File: config.mk
export PLATFORM = sky130hd
export DESIGN_NAME = UsiSystem
export DESIGN_NICKNAME = d
export VERILOG_FILES = /design/src/logic/UsiPkg.sv /design/src/logic/UsiSystem.sv /design/src/logic/UsiBus.sv /design/src/logic/RamBlock.sv /design/src/logic/GpioBlock.sv /design/src/logic/UsiCmdFifo.sv /design/src/logic/UsiCmdReceiver.sv
export SDC_FILE = /design/constraint.sdc
export NUM_CORES = 1
export LEC_CHECK = 0
export ABC_AREA = 1
export BUFFER_PORTS_ARGS = -buffer_cell sky130_fd_sc_hd__buf_2
export CORE_MARGIN = 2
export CORE_UTILIZATION = 50
export DETAILED_ROUTE_END_ITERATION = 10
export PLACE_DENSITY_LB_ADDON = 0.05
export SYNTH_ARGS = -nofsm -noshare
export SYNTH_HDL_FRONTEND = slang
export SYNTH_SLANG_ARGS = --single-unit
export TNS_END_PERCENT = 50
File: constraint.sdc
create_clock -name sysClk -period 3.24 [get_ports sysClk]
set_clock_uncertainty 0.15 [all_clocks]
set_input_delay 0.162 -clock sysClk [delete_from_list [all_inputs] [get_ports sysClk]]
set_output_delay 0.162 -clock sysClk [all_outputs]
set_load 0.02 [all_outputs]
File: src/logic/UsiPkg.sv
// Bus widths, address map, command opcode enum and the command, response and slave structs
package UsiPkg;

	// ------------------------------------------------------------------------
	// Bus widths
	// ------------------------------------------------------------------------
	localparam int lpUsiBusWidth = 32;
	localparam int lpBusAdrsBit = 32;

	// ------------------------------------------------------------------------
	// Address map
	// Block field sits right above the CSR field (bits 19..16)
	// ------------------------------------------------------------------------
	localparam int lpBlockAdrsMap = 4;
	localparam int lpCsrAdrsWidth = 16;

	localparam logic [lpBlockAdrsMap-1:0] lpGpioAdrsMap = 4'h1;
	localparam logic [lpBlockAdrsMap-1:0] lpRamAdrsMap = 4'h6;

	// GPIO decodes only the low CSR byte
	localparam int lpGpioCsrActiveWidth = 8;
	localparam logic [lpGpioCsrActiveWidth-1:0] lpGpioLedCsr = 8'h00;
	localparam logic [lpGpioCsrActiveWidth-1:0] lpGpioScratchCsr = 8'h04;
	localparam int lpLedWidth = 5;

	// RAM words are word addressed, CSR bits 5..2
	localparam int lpRamWords = 16;
	localparam int lpRamIdxWidth = $clog2(lpRamWords);

	// Command buffer
	localparam int lpFifoDepth = 4;
	localparam int lpFifoPtrWidth = $clog2(lpFifoDepth);
	localparam int lpFifoCntWidth = $clog2(lpFifoDepth + 1);

	// ------------------------------------------------------------------------
	// Types
	// ------------------------------------------------------------------------
	typedef enum logic {
		opWrite = 1'b0,
		opRead  = 1'b1
	} usiOpT;

	// Command from the outside master, 65 bits
	typedef struct packed {
		usiOpT op;
		logic [lpBusAdrsBit-1:0] adrs;
		logic [lpUsiBusWidth-1:0] wd;
	} usiCmdT;

	typedef struct packed {
		logic valid;
		logic [lpUsiBusWidth-1:0] rd;
	} usiRspT;

	// Broadcast to every slave
	typedef struct packed {
		logic we;
		logic [lpCsrAdrsWidth-1:0] csrAdrs;
		logic [lpUsiBusWidth-1:0] wd;
	} usiSlaveReqT;

endpackage
File: src/logic/UsiSystem.sv
// Top level with the command receiver, command buffer and register bus
`timescale 1ns/1ps

module UsiSystem (
	input logic sysClk,
	input logic rstN,
	// Command port
	input UsiPkg::usiCmdT cmd,
	input logic cmdReq,
	output logic cmdAck,
	// Response port
	output UsiPkg::usiRspT rsp,
	input logic rspReady,
	// LED pins
	output logic [1:0] led,
	output logic ledB,
	output logic ledG,
	output logic ledR
);

	// Receiver to buffer
	logic push;
	UsiPkg::usiCmdT pushCmd;
	logic full;

	// Buffer to bus
	logic pop;
	logic empty;
	UsiPkg::usiCmdT headCmd;

	UsiCmdReceiver cmdReceiver (
		.sysClk  (sysClk),
		.rstN    (rstN),
		.cmd     (cmd),
		.cmdReq  (cmdReq),
		.cmdAck  (cmdAck),
		.full    (full),
		.push    (push),
		.pushCmd (pushCmd)
	);

	UsiCmdFifo cmdFifo (
		.sysClk  (sysClk),
		.rstN    (rstN),
		.push    (push),
		.pushCmd (pushCmd),
		.full    (full),
		.pop     (pop),
		.empty   (empty),
		.headCmd (headCmd)
	);

	UsiBus usiBus (
		.sysClk   (sysClk),
		.rstN     (rstN),
		.empty    (empty),
		.headCmd  (headCmd),
		.pop      (pop),
		.rspReady (rspReady),
		.rsp      (rsp),
		.led      (led),
		.ledB     (ledB),
		.ledG     (ledG),
		.ledR     (ledR)
	);

endmodule

File: src/logic/UsiBus.sv
// Register bus that pops commands, decodes the block field and holds read responses
`timescale 1ns/1ps

module UsiBus (
	input logic sysClk,
	input logic rstN,
	input logic empty,
	input UsiPkg::usiCmdT headCmd,
	output logic pop,
	input logic rspReady,
	output UsiPkg::usiRspT rsp,
	output logic [1:0] led,
	output logic ledB,
	output logic ledG,
	output logic ledR
);

	logic [UsiPkg::lpBlockAdrsMap-1:0] blockAdrs;
	UsiPkg::usiSlaveReqT slaveReq;
	logic gpioSel;
	logic ramSel;
	logic [UsiPkg::lpUsiBusWidth-1:0] gpioRd;
	logic [UsiPkg::lpUsiBusWidth-1:0] ramRd;
	logic [UsiPkg::lpUsiBusWidth-1:0] busRd;
	logic rspValid;
	logic [UsiPkg::lpUsiBusWidth-1:0] rspRd;
	logic isRead;

	// ------------------------------------------------------------------------
	// Dispatch
	// A pending response that is being accepted frees the slot this cycle
	// ------------------------------------------------------------------------
	assign pop = !empty && (!rspValid || rspReady);
	assign isRead = (headCmd.op == UsiPkg::opRead);

	assign blockAdrs = headCmd.adrs[UsiPkg::lpCsrAdrsWidth +: UsiPkg::lpBlockAdrsMap];
	assign gpioSel = pop && (blockAdrs == UsiPkg::lpGpioAdrsMap);
	assign ramSel = pop && (blockAdrs == UsiPkg::lpRamAdrsMap);

	always_comb
	begin
		slaveReq.we = (headCmd.op == UsiPkg::opWrite);
		slaveReq.csrAdrs = headCmd.adrs[UsiPkg::lpCsrAdrsWidth-1:0];
		slaveReq.wd = headCmd.wd;
	end

	// Unmapped blocks read zero
	assign busRd = gpioSel ? gpioRd : (ramSel ? ramRd : '0);

	// ------------------------------------------------------------------------
	// Read response
	// ------------------------------------------------------------------------
	always_ff @(posedge sysClk)
	begin
		if (!rstN)
		begin
			rspValid <= 1'b0;
		end
		else if (pop)
		begin
			rspValid <= isRead;
		end
		else if (rspReady)
		begin
			rspValid <= 1'b0;
		end
	end

	always_ff @(posedge sysClk)
	begin
		if (pop && isRead)
		begin
			rspRd <= busRd;
		end
	end

	assign rsp = '{valid: rspValid, rd: rspRd};

	// ------------------------------------------------------------------------
	// Slaves
	// ------------------------------------------------------------------------
	GpioBlock gpioBlock (
		.sysClk   (sysClk),
		.rstN     (rstN),
		.slaveReq (slaveReq),
		.gpioSel  (gpioSel),
		.rd       (gpioRd),
		.led      (led),
		.ledB     (ledB),
		.ledG     (ledG),
		.ledR     (ledR)
	);

	RamBlock ramBlock (
		.sysClk   (sysClk),
		.rstN     (rstN),
		.slaveReq (slaveReq),
		.ramSel   (ramSel),
		.rd       (ramRd)
	);

endmodule

File: src/logic/RamBlock.sv
// RAM slave holding sixteen 32-bit control words
`timescale 1ns/1ps

module RamBlock (
	input logic sysClk,
	input logic rstN,
	input UsiPkg::usiSlaveReqT slaveReq,
	input logic ramSel,
	output logic [UsiPkg::lpUsiBusWidth-1:0] rd
);

	logic [UsiPkg::lpUsiBusWidth-1:0] mem [UsiPkg::lpRamWords];
	logic [UsiPkg::lpRamIdxWidth-1:0] wordIdx;

	// Word index from CSR bits 5..2
	assign wordIdx = slaveReq.csrAdrs[UsiPkg::lpRamIdxWidth+1:2];

	// ------------------------------------------------------------------------
	// Word storage, cleared as a whole on reset
	// ------------------------------------------------------------------------
	always_ff @(posedge sysClk)
	begin
		if (!rstN)
		begin
			for (int i = 0; i < UsiPkg::lpRamWords; i++)
			begin
				mem[i] <= '0;
			end
		end
		else if (ramSel && slaveReq.we)
		begin
			mem[wordIdx] <= slaveReq.wd;
		end
	end

	assign rd = mem[wordIdx];

endmodule

File: src/logic/GpioBlock.sv
// GPIO slave with the LED and scratch CSRs driving the LED pins
`timescale 1ns/1ps

module GpioBlock (
	input logic sysClk,
	input logic rstN,
	input UsiPkg::usiSlaveReqT slaveReq,
	input logic gpioSel,
	output logic [UsiPkg::lpUsiBusWidth-1:0] rd,
	output logic [1:0] led,
	output logic ledB,
	output logic ledG,
	output logic ledR
);

	logic [UsiPkg::lpGpioCsrActiveWidth-1:0] csrAdrs;
	logic [UsiPkg::lpLedWidth-1:0] ledReg;
	logic [UsiPkg::lpUsiBusWidth-1:0] scratch;

	assign csrAdrs = slaveReq.csrAdrs[UsiPkg::lpGpioCsrActiveWidth-1:0];

	// CSR writes
	always_ff @(posedge sysClk)
	begin
		if (!rstN)
		begin
			ledReg <= '0;
			scratch <= '0;
		end
		else if (gpioSel && slaveReq.we)
		begin
			case (csrAdrs)
				UsiPkg::lpGpioLedCsr: ledReg <= slaveReq.wd[UsiPkg::lpLedWidth-1:0];
				UsiPkg::lpGpioScratchCsr: scratch <= slaveReq.wd;
				default: ;
			endcase
		end
	end

	// Readback, unused CSRs return zero
	always_comb
	begin
		case (csrAdrs)
			UsiPkg::lpGpioLedCsr: rd = UsiPkg::lpUsiBusWidth'(ledReg);
			UsiPkg::lpGpioScratchCsr: rd = scratch;
			default: rd = '0;
		endcase
	end

	// LED layout: bits 1..0 plain LEDs, bit 4 blue, bit 3 green, bit 2 red
	assign led = ledReg[1:0];
	assign ledB = ledReg[4];
	assign ledG = ledReg[3];
	assign ledR = ledReg[2];

endmodule

File: src/logic/UsiCmdFifo.sv
// Four-entry show-ahead command buffer with full and empty status
`timescale 1ns/1ps

module UsiCmdFifo (
	input logic sysClk,
	input logic rstN,
	input logic push,
	input UsiPkg::usiCmdT pushCmd,
	output logic full,
	input logic pop,
	output logic empty,
	output UsiPkg::usiCmdT headCmd
);

	UsiPkg::usiCmdT mem [UsiPkg::lpFifoDepth];

	logic [UsiPkg::lpFifoPtrWidth-1:0] wrPtr;
	logic [UsiPkg::lpFifoPtrWidth-1:0] rdPtr;
	logic [UsiPkg::lpFifoCntWidth-1:0] count;

	logic pushEn;
	logic popEn;

	assign pushEn = push && !full;
	assign popEn = pop && !empty;

	// ------------------------------------------------------------------------
	// Storage
	// ------------------------------------------------------------------------
	always_ff @(posedge sysClk)
	begin
		if (pushEn)
		begin
			mem[wrPtr] <= pushCmd;
		end
	end

	// ------------------------------------------------------------------------
	// Pointers and fill level
	// Depth is a power of two so pointers wrap on their own
	// ------------------------------------------------------------------------
	always_ff @(posedge sysClk)
	begin
		if (!rstN)
		begin
			wrPtr <= '0;
			rdPtr <= '0;
			count <= '0;
		end
		else
		begin
			if (pushEn)
			begin
				wrPtr <= wrPtr + 1'b1;
			end
			if (popEn)
			begin
				rdPtr <= rdPtr + 1'b1;
			end
			case ({pushEn, popEn})
				2'b10: count <= count + 1'b1;
				2'b01: count <= count - 1'b1;
				default: count <= count;
			endcase
		end
	end

	assign full = (count == UsiPkg::lpFifoCntWidth'(UsiPkg::lpFifoDepth));
	assign empty = (count == '0);

	// Show-ahead head entry
	assign headCmd = mem[rdPtr];

endmodule

File: src/logic/UsiCmdReceiver.sv
// Four-phase req/ack command port feeding the command buffer
`timescale 1ns/1ps

module UsiCmdReceiver (
	input logic sysClk,
	input logic rstN,
	input UsiPkg::usiCmdT cmd,
	input logic cmdReq,
	output logic cmdAck,
	input logic full,
	output logic push,
	output UsiPkg::usiCmdT pushCmd
);

	typedef enum logic {
		rxIdle,
		rxAcked
	} rxStateT;

	rxStateT state;

	// ------------------------------------------------------------------------
	// Handshake phase
	// Idle waits for a request and a free slot, acked waits for req to drop
	// ------------------------------------------------------------------------
	always_ff @(posedge sysClk)
	begin
		if (!rstN)
		begin
			state <= rxIdle;
		end
		else
		begin
			case (state)
				rxIdle:
				begin
					if (push)
					begin
						state <= rxAcked;
					end
				end
				rxAcked:
				begin
					if (!cmdReq)
					begin
						state <= rxIdle;
					end
				end
				default:
				begin
					state <= rxIdle;
				end
			endcase
		end
	end

	// One push per request, on the same edge that raises ack
	assign push = (state == rxIdle) && cmdReq && !full;
	assign pushCmd = cmd;

	assign cmdAck = (state == rxAcked);

endmodule

==> impl_metrics.csv <==
group,metric,value,unit
global_routing,grt_pass1_wl,137000,um
synthesis,yosysSeqAreaShare,65.7,%
floorplan,start_util,50.5,%
finish,drive_gt1_share,11.1,%
timing,min_period,3.03,ns
finish,final_common_cell,"nand2_1",
drt,drt_iter0_markers,2269,
timing,maxSlewViolCount,0,
timing,slew_headroom,34.0,%
worst_setup_path,worstPathArrival,3.35,ns
clock_network,cts.sinks,772,
synthesis,synth_seq_cells,772,
synthesis,async_reset_ff_share,0,%
timing,worstMarginPinSlew,0.989,ns
worst_setup_path,reg2reg_depth,10,
drt,firstDrtPassIters,6,
clock_network,cts_made_buffers,82,
global_routing,track_usage,25.2,%
synthesis,syn-num-nets,3554,
pwr,irDropWorstVdd,633,uV
synthesis,synth_area,34500,um^2
status,outcome,"completed",
finish,num_antenna_cells,0,
synthesis,synthCells,3479,
synthesis,avgSynthCellArea,9.93,um^2
synthesis,ys_types,36,
timing,min_period_over_period,93.6,%
clock_network,postCtsSetupBuffers,0,
clock_network,cts_hold_buf,49,
clock_network,clk_latency,0.61,ns
timing,rsz0062_at_grt,"false",
clock_network,cts_tree,"yes",
placement,gp_congestion,0.841,
finish,mostFrequentLayoutCells,"nand2_1 (899), edfxtp_1 (724), nor2_1 (634)",
clock_network,clkTransAtPathRegs,0.06,ns
placement,portBuffers,87,
worst_setup_path,critPathLaunchType,"flop",
floorplan,io_pins,108,
drt,ant_nets,0,
pwr,power_density,838,nW/um^2
drt,num_vias,24388,
global_routing,grt.overflow.total,0,
drt,drcViolationCount,0,
worst_setup_path,critPathCaptureType,"flop",
synthesis,synth_edf_count,724,
pwr,p_leak,15.9,nW
global_routing,grt_max_degree,78,
clock_network,cts.htree.levels,3,
worst_setup_path,worst-r2r-setup-slack,0.21,ns
finish,fillers,5883,
worst_setup_path,crit_end,"usiBus.rspRd[28]$_DFFE_PP_",
synthesis,synth_warnings,0,
floorplan,die-area,71200,um^2
synthesis,synth_ff_type,"edfxtp_1",
worst_setup_path,crit_type,"reg2reg",
timing,setup-violations-final,0,
drt,vias_per_cell,5.40,
worst_setup_path,critical_path_required,3.56,ns
finish,nNetsFinal,3648,
clock_network,root_buffer,"clkbuf_16",
worst_setup_path,cp_max_fo,24,
job,cap_violations,0,
floorplan,die_h,267,um
drt,wl_per_cell,19.8,um
worst_setup_path,r2r-end,"usiBus.rspRd[28]$_DFFE_PP_",
worst_hold_path,hold_path.class,"in2reg",
floorplan,die_w,267,um
clock_network,cts_resized,0,
finish,final_core_util,57.3,%
timing,fin_hold_ws,0.144,ns
floorplan,coreArea,68500,um^2
placement,hpwlAfterDp,55000,um
timing,final_hold_viol_count,0,
clock_network,cts.path.max_buffers,3,
timing,fmax,330,MHz
finish,area_growth,13.5,%
global_routing,antenna_found_initial,0,
drt,wirelength,89300,um
global_routing,grt_pass1_vias,23203,
floorplan,placementRows,96,
[worst min-delay path by stage]
stage / start / endpoint / slack [ns] / cells after the start
global placement: cmd[3] / cmdFifo.mem[3][3]$_DFFE_PP_ / 0.22 / 1
finish: cmd[22] / cmdFifo.mem[0][22]$_DFFE_PP_ / 0.14 / 2
global route: cmd[23] / cmdFifo.mem[2][23]$_DFFE_PP_ / 0.15 / 2
detailed placement: cmd[3] / cmdFifo.mem[1][3]$_DFFE_PP_ / 0.23 / 1
CTS: cmd[22] / cmdFifo.mem[0][22]$_DFFE_PP_ / 0.11 / 2
floorplan: cmd[0] / cmdFifo.mem[0][0]$_DFFE_PP_ / 0.11 / 0
[registers in the layout, summed over array words and instances, names as in the netlist, named ones only]
register	flops
cmdFifo.wrPtr	2
usiBus.rspValid	1
cmdFifo.mem	180
usiBus.rspRd	32
cmdFifo.rdPtr	2
usiBus.gpioBlock.scratch	32
usiBus.ramBlock.mem	512
cmdFifo.count	3
usiBus.gpioBlock.ledReg	5
cmdReceiver.cmdAck	1
[kinds of logic (layout without fill, tap and decap cells)]
group                      count (synthesis)  count (layout)  share of synthesized area [%]
DFF                                      772             772                           65.7
and+or+nand+nor                         1751            1751                           20.6
adders and majority gates                  6               6                          0.239
buffers and inverters                    485             643                           6.27
AOI/OAI and AO/OA                        465             465                           7.16
[critical path, stage by stage, from the launching register on]
cell     delay (ns)
dfxtp_2        0.35
buf_4          0.22
nand2_1        0.08
nand3_1        0.15
nand2_1        0.23
nor2_2         0.12
inv_1          0.73
a21oi_1        0.09
nor2_1         0.47
nand2_1        0.17
nand2_1        0.10
[routing by layer]
layer  GRT usage, %  share of wire [%]  vias up
li1               -                  -    11668
met1           36.7                 45    11781
met2           39.9                 46      824
met3           3.86                7.4      115
met5              0                  0        -
met4           6.23                1.7        0
[cell usage after synthesis, types with 2 or more instances]
cell type,number,area [um^2]
buf_4,9,67.6
clkinv_1,7,26.3
nand3b_1,43,323
a21oi_1,201,1010
o21bai_1,7,52.6
nand2_4,9,101
inv_1,231,867
inv_2,3,11.3
nor2_1,640,2400
buf_2,86,430
edfxtp_1,724,21700
nand2_2,4,25.0
dfxtp_1,48,961
nor3_1,5,25.0
nor2_4,4,45.0
buf_6,27,304
nor2_2,42,263
buf_1,26,97.6
ha_1,5,62.6
o21ai_1,2,10.0
a21oi_2,2,17.5
o21ai_0,220,1100
a32oi_1,32,280
nand2_1,912,3420
clkbuf_1,95,357
nand3_1,85,425
[cell type report]
type	count	area [um^2]	area share, %
Sequential cell	772	22700	57.9
Multi-Input combinational cell	2222	9800	25.0
Clock buffer	107	2220	5.66
Timing Repair Buffer	253	2190	5.59
Tap cell	882	1100	2.81
Inverter	242	913	2.33
Clock inverter	41	290	0.740
[power by group]
part	total, W	switching (W)	internal (W)
clock	0.00892	0.00380	0.00513
combinational	0.0121	0.00892	0.00316
sequential	0.0119	0.000238	0.0116
[stage by stage]
stage / total power [W] / cell area, um^2 / TNS, ns / setup slack, ns / instances
2_1_floorplan: 0.0198 / 34500 / -18.89 / -0.105 / 3479
3_3_place_gp: 0.0239 / 36200 / 0 / 0.336 / 4322
3_5_place_dp: 0.0240 / 36200 / 0 / 0.299 / 4322
4_1_cts: 0.0330 / 39200 / 0 / 0.306 / 4519
5_1_grt: 0.0347 / 39200 / 0 / 0.0787 / 4519
6_report: 0.0329 / 39200 / 0 / 0.209 / 4519
No activity file was read; power rests on OpenSTA's default activity.
